==> src/source/start_timer.sv <==
/*
 * Start timer
 * Waits START_DELAY cycles after reset, then gives one start strobe
 */

`timescale 1ns/1ps

module start_timer #(
  parameter int START_DELAY = 1000
) (
  input  logic axi_clk,
  input  logic rst,
  output logic start
);

  localparam int CNT_W = $clog2(START_DELAY + 1);

  logic [CNT_W-1:0] count;
  logic             fired;

  // Down-counter that stops for good once the strobe has gone out
  always_ff @(posedge axi_clk) begin
    if (rst) begin
      count <= CNT_W'(START_DELAY - 1);
      fired <= 1'b0;
      start <= 1'b0;
    end else begin
      start <= 1'b0;
      if (!fired) begin
        if (count == '0) begin
          start <= 1'b1;
          fired <= 1'b1;
        end else begin
          count <= count - 1'b1;
        end
      end
    end
  end

endmodule

==> config.mk <==
export PLATFORM = sky130hd
export DESIGN_NAME = start_timer
export DESIGN_NICKNAME = d
export VERILOG_FILES = /design/src/source/start_timer.sv
export SDC_FILE = /design/constraint.sdc
export NUM_CORES = 1
export LEC_CHECK = 0
export BUFFER_PORTS_ARGS = -buffer_cell sky130_fd_sc_hd__buf_4
export CORE_MARGIN = 2
export CORE_UTILIZATION = 45
export CTS_BUF_LIST = sky130_fd_sc_hd__clkbuf_16
export CTS_CLUSTER_SIZE = 14
export DETAILED_ROUTE_END_ITERATION = 8
export PLACE_DENSITY_LB_ADDON = 0.15
export SETUP_SLACK_MARGIN = 0.2
export SLEW_MARGIN = 5
export SYNTH_ARGS = -nofsm -noshare
export SYNTH_HDL_FRONTEND = slang
export SYNTH_SLANG_ARGS = --single-unit
==> constraint.sdc <==
create_clock -name axi_clk -period 3.94 [get_ports axi_clk]
set_input_delay 0.197 -clock axi_clk [delete_from_list [all_inputs] [get_ports axi_clk]]
set_output_delay 0.197 -clock axi_clk [all_outputs]
set_load 0.01 [all_outputs]
==> results of run 1 <==
-- synthesized netlist by cell type (all sizes together) --
| cell | number | share of area, % |
|---|---|---|
| ha | 1 | 2.1 |
| inv | 3 | 1.9 |
| nor2b | 1 | 1.1 |
| o21ai | 1 | 0.84 |
| nand2b | 6 | 6.3 |
| nand4b | 1 | 1.5 |
| and3 | 1 | 1.1 |
| nand3 | 1 | 0.84 |
| nand3b | 1 | 1.3 |
| xnor2 | 2 | 2.9 |
| o2bb2ai | 1 | 1.5 |
| a21oi | 4 | 3.4 |
| nor4 | 2 | 4.6 |
| a41oi | 1 | 1.5 |
| o41ai | 1 | 1.5 |
| buf | 1 | 1.3 |
| clkbuf | 1 | 0.63 |
| dfxtp | 12 | 40 |
| o21bai | 1 | 1.3 |
| or4b | 1 | 2.3 |
| mux2i | 3 | 5.1 |
| or3b | 1 | 1.5 |
| nor3b | 1 | 1.3 |
| a211o | 1 | 1.5 |
| nand2 | 4 | 2.5 |
| nor2 | 6 | 3.8 |
| nor3 | 3 | 2.5 |
| o31ai | 1 | 1.3 |
| a2111oi | 1 | 2.5 |
-- critical path, stage by stage (launching register included) --
cell	delay [ps]
dfxtp_1	320
inv_1	90
ha_1	230
or4b_4	520
nand2b_1	190
nor3b_1	250
a211o_1	140
-- metal layers --
metal  share of wire [%]  vias to the layer above
li1                    -                      240
met1                  50                      227
met2                  45                        9
met3                 3.1                        4
met4                 1.8                        0
met5                   0                        -
-- where the power goes --
part           total (mW)  internal, mW  switching, mW
Sequential          0.131         0.126        0.00469
Clock               0.186         0.134         0.0524
Combinational      0.0223       0.00940         0.0129
Total               0.339         0.269         0.0700
-- kinds of logic after synthesis --
group | Yosys count | synth area share [%]
DFF | 12 | 40.4
muxes | 3 | 5.05
and+or+nand+nor | 29 | 30.5
adders and majority gates | 1 | 2.10
AOI/OAI and AO/OA | 12 | 15.2
buffers and inverters | 5 | 3.79
xor gates and xnor gates | 2 | 2.95
-- area by class of cell --
class	count	area, µm²
flip-flops and latches	12	240
well taps	15	18.8
clock buffers	3	75.1
fillers	126	573
repair buffers	2	15.0
inverters	3	11.3
multi-input cells	47	332
clock inverters	1	3.75
-- per-stage QoR --
stage / utilization (%) / instances / instance area (µm²)
floorplan: - / 64 / 594
global placement: 48.6 / 79 / 617
detailed placement: 48.6 / 79 / 617
CTS: 54.8 / 83 / 696
global route: 54.8 / 83 / 696
finish: 54.8 / 83 / 696
-- final timing paths --
kind                                 to  depth (start not counted)
hold reg to reg   count[3]$_SDFFE_PP0P_                          2
setup / recovery  count[8]$_SDFFE_PP1P_                          6
hold / removal    count[3]$_SDFFE_PP0P_                          2
setup reg to reg  count[8]$_SDFFE_PP1P_                          6
-- flip-flops by register name (all words and copies together) (netlist names) --
register and flops:
count 10, start 1, fired 1
==> results by group, run 1 <==
Timing
  • Max frequency: 560 MHz
  • Setup-violating endpoint count in the final report: 0
  • Hold Vio Cnt, Final: 0
  • Hold slack final: 224 ps
  • Pins Over Slew Limit: 0
  • Minimum period implied by the final worst setup slack: 1790 ps
  • RSZ-0062 raised after global routing: false
  • Post-route fraction of the period consumed by the critical path: 45.3%
  • Least setup slack across all paths after layout: 2150 ps
  • Worst Tran Pin Value: 374 ps
  • TNS Setup: 0 ps
  • Final worst clock skew: 1.33 ps
  • Worst slew slack as a fraction of its limit: 74.9%

Detailed routing
  • Avg Vias per Cell: 5.78
  • Routed wire length per instance: 13.4 µm
  • Detail Route Antenna Nets: 0
  • Iteration-0 DRC count of the detailed router: 7
  • DRC violations left: 0
  • Drt pass-1 iters: 4
  • Post-detailed-routing wire length: 1.11 mm
  • Via Count: 480

Power
  • Max VDD drop: 239 µV
  • PD cells: 488 nW/µm²
  • Total chip power: 0.339 mW
  • Reported leakage power: 0.247 nW

Global route
  • Number of global-route vias before repair: 447
  • GR Layer Usage met3: 5.00%
  • Aggregate global routing overflow: 0
  • Overall fraction of global-route tracks in use: 18.2%
  • GR Util met1: 22.7%
  • First-pass GRT wire length: 1.88 mm
  • Met2 track demand over resource: 27.4%
  • Initial antenna violation count: 0
  • Largest net degree at the start of global routing: 14
  • Most used routing layer in global routing: met2

Critical path
  • Kind of critical path: reg -> reg
  • Required time worst endpoint: 4120 ps
  • Launch instance of the worst register-to-register path: count[1]$_SDFFE_PP1P_
  • Setup slack of the most critical reg-to-reg path: 2150 ps
  • CP arrival: 1970 ps
  • Crit path capture type: flop
  • Crit. Startpoint: count[1]$_SDFFE_PP1P_
  • Crit path launch type: flop
  • Max Fanout on Critical Path: 5

Floorplanning
  • Die outline area: 1630 µm²
  • Cell row count: 13
  • Core region area: 1270 µm²
  • Initial Utilization: 46.8%
  • Die Y-Extent: 40.3 µm
  • I/O pin count: 3
  • Die Span X: 40.3 µm

Synth
  • Post-synthesis register bit count: 12
  • Sequential fraction of the synthesis area: 40.4%
  • Number of cells produced by synthesis: 64
  • Cell area after technology mapping: 594 µm²
  • Net count after synthesis: 67
  • Count of distinct cell types in the synthesized netlist: 30
  • Per-instance average area after synthesis: 9.29 µm²
  • Number of warnings printed during yosys synthesis: 0

Clock network
  • Count of cells resized by post-cts repair: 0
  • Root buf cell: clkbuf_16
  • TritonCTS buffer count: 3
  • Clock sink count: 12
  • Count of hold-fix buffers inserted at cts: 0
  • Clock insertion delay at the later pin of the skew report: 240 ps
  • Post-CTS Setup Repair Bufs: 0
  • Clock transition at the registers of the reported paths: 40 ps
  • Number of buffers on the longest clock path: 2
  • H-tree levels: 1
  • Clock tree from TritonCTS: yes

Final layout
  • Number of antenna diodes: 0
  • Fraction of layout cells with a size suffix above 1: 11.8%
  • Top library cells by usage in the layout, fill and taps aside: 12 x dfxtp_1, 6 x nor2_1, 6 x nand2b_1, 4 x nand2_1, 4 x a21oi_1
  • Final-stage net count: 72
  • Leading cell type in the layout, fill and taps excluded: dfxtp_1
  • Synthesis-to-finish area growth: 17.1%

Job
  • Max-cap check violation count: 0

Worst hold path
  • Startpoint of the most critical hold path: rst
  • Min-delay worst type: in -> reg

Placement
  • Worst setup timing slack at the placement stage: 2190 ps
  • DP Wirelength: 768 µm
  • Final weighted congestion in routability-driven placement: 0.668
  • Buffers on Ports: 2

Status
  • Run status: complete, no violations
Note: power is estimated with default switching activity, not from simulation.
==> run 2: changes to the inputs <==
- clock period: 3.94 -> 1.86 ns (I/O delays scaled with it)
==> run 2 against run 1 <==
Effect of this change: critical path depth unchanged; design area grew 14%; sequential share of layout area is 3.7 points lower; largest power group unchanged; clock skew about the same; wire length is 22% higher; die area is the same; fmax up 6.7%; critical path type unchanged; setup slack lost 2000 ps; count of clock-buffer cells in the layout is the same.
==> results by group, run 2 (synthesis results as in run 1) <==
Floorplanning
  • Cell row count: 13 (unchanged)
  • Initial Utilization: 46.8% (unchanged)
  • Core region area: 1270 µm² (unchanged)
  • Die outline area: 1630 µm² (unchanged)
  • I/O pin count: 3 (unchanged)
  • Die Y-Extent: 40.3 µm (unchanged)
  • Die Span X: 40.3 µm (unchanged)

Final layout
  • Layout filler cell count: 107 (-15%)
  • Area of all sequential standard cells: 245 µm² (+2.1%)
  • Number of antenna diodes: 0 (unchanged)
  • Fraction of layout cells with a size suffix above 1: 32.0% (+20 points)
  • Registers with the most flip-flops: count: 10 flops, fired: 1 flops, start: 1 flops
  • Synthesis-to-finish area growth: 33.9%
  • Largest register FFs: 10 (unchanged)
  • Reg with most FFs: count
  • Top library cells by usage in the layout, fill and taps aside: 10 x dfxtp_1, 10 x buf_4, 6 x nor2_1, 5 x nand2b_1
  • Final-stage net count: 80 (+11%)
  • Combined area of the multi-input logic cells: 370 µm² (+12%)
  • Fraction of the core area covered by cells at the end of the flow: 62.7% (+7.9 points)

Critical path
  • Worst path cell trace: inv_2 -> ha_4 -> or4b_4 -> a2111oi_4 -> xnor2_1 -> nand2b_1
  • Required time worst endpoint: 1980 ps (-2140 ps)
  • Slowest cell delay on critical path: 490 ps (-30 ps)
  • Slowest cell on the critical path: or4b_4
  • Category of cells accounting for the largest share of critical-path delay: simple AND/OR/NAND/NOR gates
  • Kind of critical path: reg -> reg
  • Crit path capture type: flop
  • Bufs and invs on worst path: 1 (unchanged)
  • CP arrival: 1800 ps (-170 ps)
  • Max Fanout on Critical Path: 3 (-2)
  • Crit path launch type: flop

Global route
  • Overall fraction of global-route tracks in use: 20.3% (+2.1 points)
  • Initial antenna violation count: 0 (unchanged)
  • Number of global-route vias before repair: 469 (+4.9%)
  • Largest net degree at the start of global routing: 14 (unchanged)
  • First-pass GRT wire length: 2.07 mm (+9.9%)
  • Aggregate global routing overflow: 0 (unchanged)

Clock network
  • H-tree levels: 1 (unchanged)
  • Clock transition at the registers of the reported paths: 40 ps (about the same)
  • Clock sink count: 12 (unchanged)
  • Clock insertion delay at the later pin of the skew report: 240 ps (about the same)
  • Count of hold-fix buffers inserted at cts: 0 (unchanged)
  • Clock tree from TritonCTS: yes
  • Root buf cell: clkbuf_16
  • TritonCTS buffer count: 3 (unchanged)
  • Number of buffers on the longest clock path: 2 (unchanged)

Worst hold path
  • Min-delay worst type: in -> reg

Detailed routing
  • Post-detailed-routing wire length: 1.36 mm (+22%)
  • Detail Route Antenna Nets: 0 (unchanged)
  • Metal3 WL: 34 µm (unchanged)
  • Routed wire length per instance: 15.1 µm (+13%)
  • Routed wl met2: 681 µm (+36%)
  • Drt pass-1 iters: 4 (unchanged)
  • Via Count: 512 (+6.7%)
  • M1 WL: 598 µm (+6.8%)
  • Iteration-0 DRC count of the detailed router: 9 (+2)
  • Top Layer Used: met4
  • DRC violations left: 0 (unchanged)
  • Avg Vias per Cell: 5.69 (-1.6%)

Timing
  • Minimum period implied by the final worst setup slack: 1670 ps (-112 ps)
  • Setup-violating endpoint count in the final report: 0 (unchanged)
  • Worst Tran Pin Value: 376 ps (+1.15 ps)
  • Post-route fraction of the period consumed by the critical path: 90.0% (+45 points)
  • RSZ-0062 raised after global routing: true
  • Max frequency: 597 MHz (+6.7%)
  • TNS Setup: 0 ps (unchanged)
  • Hold Vio Cnt, Final: 0 (unchanged)
  • Final worst clock skew: 1.10 ps (-0.230 ps)
  • Pins Over Slew Limit: 0 (unchanged)
  • Worst slew slack as a fraction of its limit: 74.9% (about the same)

Placement
  • Final weighted congestion in routability-driven placement: 0.802 (+20%)
  • Buffers on Ports: 2 (unchanged)
  • DP Wirelength: 762 µm (-0.70%)

Job
  • Max-cap check violation count: 0 (unchanged)

Power
  • Max VDD drop: 557 µV (+130%)
  • PD cells: 935 nW/µm² (+92%)
  • Total chip power: 0.744 mW (+120%)
  • Reported leakage power: 0.291 nW (+18%)

Status
  • Run status: complete, no violations
run 2: changes by cell type in the layout (fill, tap and decap cells not counted), moves of 2 or more:
cell | previous run | this run
buf_4 | 2 | 10
dfxtp_1 | 12 | 10
inv_1 | 3 | 1
inv_2 | 0 | 2
run 2: routing by layer:
layer	vias to the layer above	track usage, %
met4	0	10.0
met1	245	24.0
li1	254	-
met2	7	32.5
met3	6	6.67
met5	-	0
run 2: worst reg2reg max path, delay by kind of cell, from the launching register on:
kind                     cells  cell delay (ps)
AND/OR/NAND/NOR              2              560
flip-flops                   1              310
buffers and inverters        1               80
XOR/XNOR                     1              160
adder cells (fa/ha/maj)      1              140
AO/OA/AOI/OAI                1              310
run 2: cell type report:
class / count / area share [%]
clock buffers: 3 / 9.43
inverters: 3 / 1.42
multi-input cells: 47 / 46.5
flip-flops and latches: 12 / 30.8
well taps: 15 / 2.36
repair buffers: 10 / 9.43
run 2: worst paths after layout:
check / startpoint / endpoint / slack, ps / cells after the start
max reg2reg: count[1]$_SDFFE_PP1P_ / count[6]$_SDFFE_PP1P_ / 190 / 6
max: count[1]$_SDFFE_PP1P_ / count[6]$_SDFFE_PP1P_ / 190 / 6
min reg2reg: count[3]$_SDFFE_PP0P_ / count[3]$_SDFFE_PP0P_ / 510 / 2
min: rst / count[4]$_SDFFE_PP0P_ / 120 / 2
run 2: report_power, final:
group / leakage [nW] / internal (mW) / switching (mW)
Sequential: 0.0978 / 0.269 / 0.00992
Clock: 0.0370 / 0.279 / 0.102
Combinational: 0.157 / 0.0438 / 0.0406
Total: 0.291 / 0.591 / 0.152
run 2: metrics by stage:
stage               worst slack (ps)  hold slack (ps)  instances  cell area [µm²]
finish                           185              117         90              796
detailed placement               173              375         83              647
global route                     118              129         90              796
CTS                              201              129         87              742
floorplan                        223              194         64              594
global placement                 201              364         83              647
run 2: timing repair:
item                       4_1_cts  5_1_grt
cloned                           0        0
buffers inserted                 1        3
gates resized for setup          1       10
setup endpoints to repair        2        5
pin swaps                        0        3
