==> src/source/memcheck_pkg.sv <==
/*
 * Memory check package
 * Word and address widths, their vector types, the checker FSM
 * states and the rule for the expected test pattern
 */

package memcheck_pkg;

  ////////////////////////////////////////////////////////////
  // Widths
  ////////////////////////////////////////////////////////////

  // 32-bit words, 1024-word memory
  localparam int DATA_W = 32;
  localparam int ADDR_W = 10;

  typedef logic [DATA_W-1:0]   data_t;
  typedef logic [ADDR_W-1:0]   addr_t;

  // One half of a data word, used by the pattern rule
  typedef logic [DATA_W/2-1:0] half_t;

  ////////////////////////////////////////////////////////////
  // Checker FSM
  ////////////////////////////////////////////////////////////

  typedef enum logic [1:0] {
    IDLE,
    WRITE,
    READ,
    DONE
  } check_state_t;

  // Expected word for an address
  // Low half is the zero-extended address, high half its inverse
  function automatic data_t pattern_word(addr_t a);
    half_t lo;
    lo = half_t'(a);
    return {~lo, lo};
  endfunction

endpackage

==> src/source/mem_arbiter.sv <==
/*
 * Memory arbiter
 * Round-robin between the checker and host ports onto one
 * single-port memory command, read data routed back by tag
 */

`timescale 1ns/1ps

module mem_arbiter
  import memcheck_pkg::*;
(
  input  logic  axi_clk,
  input  logic  rst,
  // Checker port
  input  logic  chk_req,
  input  logic  chk_we,
  input  addr_t chk_addr,
  input  data_t chk_wdata,
  output logic  chk_gnt,
  output logic  chk_rvalid,
  output data_t chk_rdata,
  // Host port
  input  logic  host_req,
  input  logic  host_we,
  input  addr_t host_addr,
  input  data_t host_wdata,
  output logic  host_gnt,
  output logic  host_rvalid,
  output data_t host_rdata,
  // Memory command
  output logic  mem_en,
  output logic  mem_we,
  output addr_t mem_addr,
  output data_t mem_wdata,
  input  data_t mem_rdata
);

  logic prio_host;
  logic rd_pend;
  logic rd_tag_host;

  // Host wins a tie only when it holds the priority
  assign chk_gnt  = chk_req && (!host_req || !prio_host);
  assign host_gnt = host_req && (!chk_req || prio_host);

  assign mem_en    = chk_gnt || host_gnt;
  assign mem_we    = host_gnt ? host_we    : chk_we;
  assign mem_addr  = host_gnt ? host_addr  : chk_addr;
  assign mem_wdata = host_gnt ? host_wdata : chk_wdata;

  // Priority passes to the other peer after each grant
  always_ff @(posedge axi_clk) begin
    if (rst) begin
      prio_host   <= 1'b0;
      rd_pend     <= 1'b0;
      rd_tag_host <= 1'b0;
    end else begin
      if (chk_gnt)  prio_host <= 1'b1;
      if (host_gnt) prio_host <= 1'b0;
      rd_pend     <= mem_en && !mem_we;
      rd_tag_host <= host_gnt;
    end
  end

  ////////////////////////////////////////////////////////////
  // Read return one cycle after the granted read
  ////////////////////////////////////////////////////////////

  assign chk_rvalid  = rd_pend && !rd_tag_host;
  assign host_rvalid = rd_pend && rd_tag_host;
  assign chk_rdata   = mem_rdata;
  assign host_rdata  = mem_rdata;

endmodule

==> config.mk <==
export PLATFORM = sky130hd
export DESIGN_NAME = mem_arbiter
export DESIGN_NICKNAME = d
export VERILOG_FILES = /design/src/source/memcheck_pkg.sv /design/src/source/mem_arbiter.sv
export SDC_FILE = /design/constraint.sdc
export NUM_CORES = 1
export LEC_CHECK = 0
export ABC_AREA = 1
export BUFFER_PORTS_ARGS = -buffer_cell sky130_fd_sc_hd__clkbuf_2
export CORE_AREA = 2 2 90 92
export DETAILED_ROUTE_END_ITERATION = 7
export DIE_AREA = 0 0 92 94
export RECOVER_POWER = 25
export SLEW_MARGIN = 10
export SYNTH_ARGS = -nofsm -noshare
export SYNTH_HDL_FRONTEND = slang
export SYNTH_SLANG_ARGS = --single-unit
==> constraint.sdc <==
create_clock -name axi_clk -period 1.4 [get_ports axi_clk]
set_input_delay 0.28 -clock axi_clk [delete_from_list [all_inputs] [get_ports axi_clk]]
set_output_delay 0.28 -clock axi_clk [all_outputs]
set_load 0.05 [all_outputs]
==> results of run 1 <==
cell type report:
cell class / count / area, µm² / share of cell area
multi-input combinational: 140 / 774 / 0.306
inverter: 7 / 38.8 / 0.0153
sequential: 3 / 61.3 / 0.0243
timing repair buffer: 149 / 1480 / 0.586
clock buffer: 4 / 45.0 / 0.0178
tap: 102 / 128 / 0.0505
power breakdown:
group / total, mW / switching, mW / internal [mW] / leakage (nW)
registers: 0.0956 / 0.00324 / 0.0924 / 0.0252
clock network: 0.259 / 0.0645 / 0.195 / 0.0228
logic: 1.43 / 0.795 / 0.634 / 1.36
cell families after synthesis:
| group | count (synthesis) | share of synthesized area |
|---|---|---|
| buf+inv | 79 | 0.484 |
| simple gates | 138 | 0.457 |
| flops | 3 | 0.0499 |
| compound gates | 2 | 0.00831 |
sequential cells by signal, summed over array words and instances (netlist names):
name	flops
prio_host	1
rd_tag_host	1
rd_pend	1
through the flow:
| stage | setup WS [ps] | setup TNS (ps) | area, µm² | util |
|---|---|---|---|---|
| 3_5_place_dp | -107 | -2760 | 1830 | 0.241 |
| 2_1_floorplan | 38.9 | 0 | 1300 | - |
| 3_3_place_gp | -82.8 | -1880 | 1830 | 0.241 |
| 4_1_cts | -200 | -7370 | 2360 | 0.310 |
| 6_report | -211 | -7450 | 2530 | 0.332 |
| 5_1_grt | -261 | -9990 | 2530 | 0.332 |
worst min-delay path by stage:
| stage | slack, ps | start | endpoint |
|---|---|---|---|
| 6_report | 250 | rst | rd_tag_host$_SDFF_PP0_ |
| 2_1_floorplan | 350 | rst | rd_tag_host$_SDFF_PP0_ |
| 3_3_place_gp | 460 | rst | rd_tag_host$_SDFF_PP0_ |
| 3_5_place_dp | 460 | rst | rd_tag_host$_SDFF_PP0_ |
| 5_1_grt | 260 | rst | rd_tag_host$_SDFF_PP0_ |
| 4_1_cts | 250 | rst | rd_tag_host$_SDFF_PP0_ |
placed cells by master (no fill, tap or decap), types with 4 or more instances in the layout:
| master | netlist | layout |
|---|---|---|
| sky130_fd_sc_hd__clkbuf_8 | 0 | 12 |
| sky130_fd_sc_hd__nor2_1 | 4 | 4 |
| sky130_fd_sc_hd__nand2_1 | 122 | 58 |
| sky130_fd_sc_hd__nand2_4 | 1 | 9 |
| sky130_fd_sc_hd__inv_1 | 6 | 5 |
| sky130_fd_sc_hd__clkbuf_16 | 0 | 13 |
| sky130_fd_sc_hd__buf_8 | 1 | 14 |
| sky130_fd_sc_hd__buf_12 | 0 | 14 |
| sky130_fd_sc_hd__buf_4 | 65 | 4 |
| sky130_fd_sc_hd__nand2_2 | 9 | 64 |
| sky130_fd_sc_hd__clkbuf_2 | 0 | 91 |
worst max-delay path, cell delays in order, from the launching register on:
cell	delay, ps
sky130_fd_sc_hd__dfxtp_2	310
sky130_fd_sc_hd__inv_2	60
sky130_fd_sc_hd__nand2_4	60
sky130_fd_sc_hd__nand2_8	110
sky130_fd_sc_hd__clkinv_8	90
sky130_fd_sc_hd__clkbuf_16	170
sky130_fd_sc_hd__nand2_2	70
sky130_fd_sc_hd__nand2_2	60
sky130_fd_sc_hd__clkbuf_16	170
routing by layer:
layer	global-route usage	part of all wire	up-vias
met5	0	0	-
met4	0.0572	0.042	0
met3	0.0233	0.090	35
met2	0.200	0.54	82
met1	0.0941	0.33	684
li1	-	-	756
repair_timing:
action,4_1_cts,5_1_grt
hold buffers,0,0
pin swaps,2,1
cloned,1,2
gates resized for setup,93,45
setup endpoints to repair,45,46
==> metrics.sh, run 1 <==
RUN_STATUS='complete, but fails checks'
VIOLATIONS_IN_THE_FINAL_REPORTS='negative setup slack'
CRITICAL_PATH.STARTPOINT_TYPE='register'
RSZ_0062_RAISED_AFTER_GLOBAL_ROUTING='yes'
TRITONCTS_CLOCK_TREE='built'
SYNTH.CELL_AREA_MM2=0.00120
HOLD_PATH.CLASS='in -> reg'
DESIGN.PORTCOUNT=234
CLK_PIN_SLEW_WORST_PATHS_PS=30
DIE_Y_UM=94
CTS_MADE_BUFFERS=3
SETUP-VIOLATIONS-FINAL=44
DRT-INITIAL-DRC-COUNT=18
NFILLCELLS=794
MAX-SLEW-MARGIN-REL=0.817
MIN_PATH_CELLS=2
RR_STARTPOINT='prio_host$_SDFFE_PP0P_'
CLOCK.FMAX_GHz=0.621
DIODES=0
FINISH.CELL_COUNT_WITHOUT_FILLERS=405
GRT_PASS1_VIAS=1462
INITIAL_CORE_UTIL=0.158
SYNTH-MAIN-FF-CELL='sky130_fd_sc_hd__dfxtp_1'
DETAIL_ROUTE.DRC_VIOLATIONS=0
CORE_OUTLINE_AREA_MM2=0.00761
SYNTH-SEQ-AREA-SHARE=0.0499
POWER.DENSITY_CELL_AREA_mW_PER_MM2=706
YOSYS.CELL_COUNT.TOP_TYPE='sky130_fd_sc_hd__nand2_1'
TIMING.REG2REG.WORST_PATH_DEPTH=8
LAYOUT_WORST_PATH_CYCLE_SHARE=1.15
MAX_CAP_VIOLATIONS=0
GRT_START_MAX_NET_PINS=30
ROUTED_WL_UM=5130
POWER.IR.VDD_WORST_mV=0.248
FINAL_LAYOUT_SIZE_SUFFIX_GT1_FRAC=0.756
R2R_END='rd_pend$_SDFF_PP0_'
VIA_COUNT=1557
POSTSYNTH.ASYNCRESETSHARE=0
PLACE_CONGESTION=0.611
WORST_HOLD_SLACK_PS=247
SYNTH_TOP_CELLS_BY_COUNT='sky130_fd_sc_hd__nand2_1, sky130_fd_sc_hd__buf_4, sky130_fd_sc_hd__nand2_2, sky130_fd_sc_hd__inv_1, sky130_fd_sc_hd__nor2_1'
CTS_MAX_PATH_BUFFERS=2
PLACEMENT_ROWS=32
YOSYSTOPAREACELL='sky130_fd_sc_hd__buf_4'
CRITICAL_PATH_FANOUTS_MAX=6
SYNTH.AREA.TOP_CELLS='sky130_fd_sc_hd__buf_4, sky130_fd_sc_hd__nand2_1, sky130_fd_sc_hd__dfxtp_1'
SYNTH_ENABLE_FLOP_CELLS=0
SYN-NUM-NETS=344
LEAKAGEPOWER_nW=1.41
TIMING.FINAL.HOLD_VIOLATIONS=0
GLOBAL_ROUTE_USAGE_SUM=0.101
ANTENNA_LEFT=0
DIE-AREA_MM2=0.00865
YS.WARNINGS.COUNT=0
IO_BUFFERS=137
SYNTH_CELLS=222
WORST_MARGIN_SLEW_PS=276
CLK_LATENCY_PS=220
CTS-ROOT-BUF='sky130_fd_sc_hd__clkbuf_8'
FINALWORSTPATHREQUIREDPERIOD_PS=1610
TIMING.CRITICAL_PATH.ARRIVAL_PS=1330
CATEGORY_OF_THE_WORST_SETUP_PATH_CAPTURE_POINT='output port'
TOTALPOWERFINAL_mW=1.78
WORST_SETUP_PATH_ENDPOINT='mem_wdata[11]'
H-TREE-DEPTH=1
REG2REG_SETUP_SLACK_PS=330
SYNTHTOLAYOUTAREAGROWTH_PCT=110
CRIT_PATH_CLASS='reg -> out'
DP.FINAL_HPWL_UM=3520
MAPPED_AVG_CELL_AREA_UM2=5.42
DIE_X_UM=92
CTS_NUM_SINKS=3
DRT_FIRST_PASS_ITERS=4
YOSYSTOPAREACELLSHARE=0.405
POST_CTS_BUFFERS=0
WORSTSETUPSTARTPOINT='prio_host$_SDFFE_PP0P_'
AVGVIACOUNTPERCELL=3.84
FINAL_NETS=426
GRT_ANTENNA_BEFORE_REPAIR=0
FINAL.SETUP.WORST_SLACK_PS=-211
FINAL_MAX_SLEW_VIOL_COUNT=0
SETUP_CLOCK_SKEW_AFTER_LAYOUT_PS=2.90
YOSYS_REGISTER_BITS=3
PLACE_INST=398
TIMING.CRITICAL_PATH.REQUIRED_PS=1120
YOSYSUNIQUECELLTYPES=14
GRT_PASS1_WL_UM=6900
WIRE_PER_INST_UM=12.7
OVERFLOW=0
Power figures use the tool's default switching activity.
==> run 2: changes to the inputs <==
--- a/config.mk
+++ b/config.mk
@@ -8,6 +8,7 @@
 export ABC_AREA = 1
 export BUFFER_PORTS_ARGS = -buffer_cell sky130_fd_sc_hd__clkbuf_2
 export CORE_AREA = 2 2 90 92
+export CTS_BUF_LIST = sky130_fd_sc_hd__clkbuf_16
 export DETAILED_ROUTE_END_ITERATION = 7
 export DIE_AREA = 0 0 92 94
 export RECOVER_POWER = 25
==> run 2 against run 1 <==
The flow still finishes with violations (negative setup slack). Highest routed layer unchanged. Die area unchanged. Clock power increased by 75%. First-iteration DRC count increased by 39%. Largest cell class unchanged. Critical path type unchanged.
==> metrics.sh, run 2 (synthesis results as in run 1) <==
CTS_NUM_SINKS=3  # unchanged
DRT-INITIAL-DRC-COUNT=25  # +7
INITIAL_CORE_UTIL=0.158  # unchanged
CLK_PIN_SLEW_WORST_PATHS_PS=30  # about the same
RSZ_0062_RAISED_AFTER_GLOBAL_ROUTING='yes'
TRITONCTS_CLOCK_TREE='built'
CTS_MADE_BUFFERS=3  # unchanged
GRT_ANTENNA_BEFORE_REPAIR=0  # unchanged
RR_STARTPOINT='prio_host$_SDFFE_PP0P_'
FINALWORSTPATHREQUIREDPERIOD_PS=1620  # +5.38 ps
DIODES=0  # unchanged
TIMING.FINAL.HOLD_VIOLATIONS=0  # unchanged
WORSTHOLDSTART='rst'
VIA_COUNT=1564  # +0.45%
CTS-ROOT-BUF='sky130_fd_sc_hd__clkbuf_16'
DIE_X_UM=92  # unchanged
CRITICAL_PATH_FANOUTS_MAX=6  # unchanged
CTS_MAX_PATH_BUFFERS=2  # unchanged
PLACE_INST=398  # unchanged
CATEGORY_OF_THE_WORST_SETUP_PATH_CAPTURE_POINT='output port'
CLOCK.FMAX_GHz=0.619  # -0.33%
VIOLATIONS_IN_THE_FINAL_REPORTS='negative setup slack'
GRT_PASS1_WL_UM=6940  # +0.59%
LEAKAGEPOWER_nW=1.43  # +1.4%
GRT_PASS1_VIAS=1463  # +0.068%
CRIT_PATH_CLASS='reg -> out'
MAX_CAP_VIOLATIONS=0  # unchanged
HOLD_PATH.CLASS='in -> reg'
WIRE_PER_INST_UM=12.7  # +0.12%
GLOBAL_ROUTE_USAGE_SUM=0.103  # +0.00169
FINAL_NETS=426  # unchanged
LAYOUT_WORST_PATH_CYCLE_SHARE=1.15  # +0.00384
DIE-AREA_MM2=0.00865  # unchanged
POST-PLACE-WS_PS=-107  # unchanged
PLACEMENT_ROWS=32  # unchanged
FINAL_CORE_UTILIZATION=0.337  # +0.00444
R2R_END='rd_pend$_SDFF_PP0_'
TNS_PS=-7680  # -231 ps
TIMING.CRITICAL_PATH.REQUIRED_PS=1120  # about the same
MAX-SLEW-MARGIN-REL=0.817  # unchanged
CTS_HOLD_BUFFERS=0  # unchanged
POST_CTS_BUFFERS=0  # unchanged
SETUP_CLOCK_SKEW_AFTER_LAYOUT_PS=0.415  # -2.49 ps
IO_BUFFERS=137  # unchanged
MIN_PATH_CELLS=2  # unchanged
FINISH.CELL_COUNT_WITHOUT_FILLERS=405  # unchanged
RUN_STATUS='complete, but fails checks'
TOTALPOWERFINAL_mW=1.98  # +11%
DPL-INSTANCE-AREA_MM2=0.00183  # unchanged
FINAL.SETUP.WORST_SLACK_PS=-217  # -5.38 ps
H-TREE-DEPTH=1  # unchanged
WORST_MARGIN_SLEW_PS=276  # unchanged
AVGVIACOUNTPERCELL=3.86  # +0.45%
LAYOUT_COMMONEST_CELL='sky130_fd_sc_hd__clkbuf_2'
FINAL_LAYOUT_SIZE_SUFFIX_GT1_FRAC=0.756  # unchanged
ROUTED_WL_UM=5140  # +0.12%
REG2REG_SETUP_SLACK_PS=330  # about the same
FINAL_CELL_AREA_MM2=0.00256  # +1.3%
WORST_HOLD_SLACK_PS=238  # -8.56 ps
ANTENNA_LEFT=0  # unchanged
GRT_START_MAX_NET_PINS=30  # unchanged
TIMING.CRITICAL_PATH.ARRIVAL_PS=1340  # about the same
SYNTHTOLAYOUTAREAGROWTH_PCT=113
CRITICAL_PATH.STARTPOINT_TYPE='register'
MOST-COMMON-LAYOUT-CELLS='sky130_fd_sc_hd__clkbuf_2, sky130_fd_sc_hd__nand2_2, sky130_fd_sc_hd__nand2_1'
DP.FINAL_HPWL_UM=3520  # unchanged
SETUP-VIOLATIONS-FINAL=44  # unchanged
DESIGN.PORTCOUNT=234  # unchanged
POWER.DENSITY_CELL_AREA_mW_PER_MM2=773  # +9.5%
TIMING.REG2REG.WORST_PATH_DEPTH=8  # unchanged
WHS_ENDPOINT='rd_tag_host$_SDFF_PP0_'
OVERFLOW=0  # unchanged
DETAIL_ROUTE.DRC_VIOLATIONS=0  # unchanged
FINAL_MAX_SLEW_VIOL_COUNT=0  # unchanged
CLK_LATENCY_PS=230  # about the same
CORE_OUTLINE_AREA_MM2=0.00761  # unchanged
PLACE_CONGESTION=0.611  # unchanged
DRT_FIRST_PASS_ITERS=3  # -1
REG_TOP3='prio_host: 1 flops, rd_pend: 1 flops, rd_tag_host: 1 flops'
POWER.IR.VDD_WORST_mV=0.269  # +8.3%
DIE_Y_UM=94  # unchanged
[run 2: what timing repair did]
item | CTS | global route
pin swaps | 2 | 1
gates resized for setup | 93 | 45
cloned | 1 | 2
setup endpoints to repair | 45 | 46
[run 2: area by class of cell]
type / count / area, µm²
fill: 790 / 5050
timing repair buffer: 149 / 1480
multi-input combinational: 140 / 774
tap: 102 / 128
clock buffer: 3 / 75.1
sequential: 3 / 61.3
inverter: 7 / 38.8
clock inverter: 1 / 3.75
[run 2: worst max-delay path, cell delays in order, from the launching register on]
cell	delay (ps)
sky130_fd_sc_hd__dfxtp_2	310
sky130_fd_sc_hd__inv_2	60
sky130_fd_sc_hd__nand2_4	60
sky130_fd_sc_hd__nand2_8	110
sky130_fd_sc_hd__clkinv_8	90
sky130_fd_sc_hd__clkbuf_16	170
sky130_fd_sc_hd__nand2_2	70
sky130_fd_sc_hd__nand2_2	60
sky130_fd_sc_hd__clkbuf_16	170
[run 2: worst max path at each step]
stage / endpoint / slack [ps] / start
after CTS: mem_wdata[31] / -210 / prio_host$_SDFFE_PP0P_
after detailed placement: mem_wdata[5] / -110 / chk_req
final: mem_wdata[11] / -220 / prio_host$_SDFFE_PP0P_
after global placement: mem_wdata[22] / -80 / chk_req
after floorplan: mem_wdata[23] / 40 / prio_host$_SDFFE_PP0P_
after global routing: mem_wdata[11] / -270 / prio_host$_SDFFE_PP0P_
[run 2: report_power, final]
| part | switching (mW) | internal [mW] | total (mW) | leakage, nW |
|---|---|---|---|---|
| clock network | 0.0854 | 0.369 | 0.454 | 0.0423 |
| logic | 0.795 | 0.634 | 1.43 | 1.36 |
| registers | 0.00315 | 0.0924 | 0.0956 | 0.0252 |
| total | 0.884 | 1.10 | 1.98 | 1.43 |
[run 2: layer usage]
metal  vias to the layer above  track usage  routed length, µm
met2                        80        0.200               2790
met3                        35       0.0281                461
met5                         -            0                  0
li1                        756            -                  -
met1                       693       0.0945               1670
met4                         0       0.0609                212
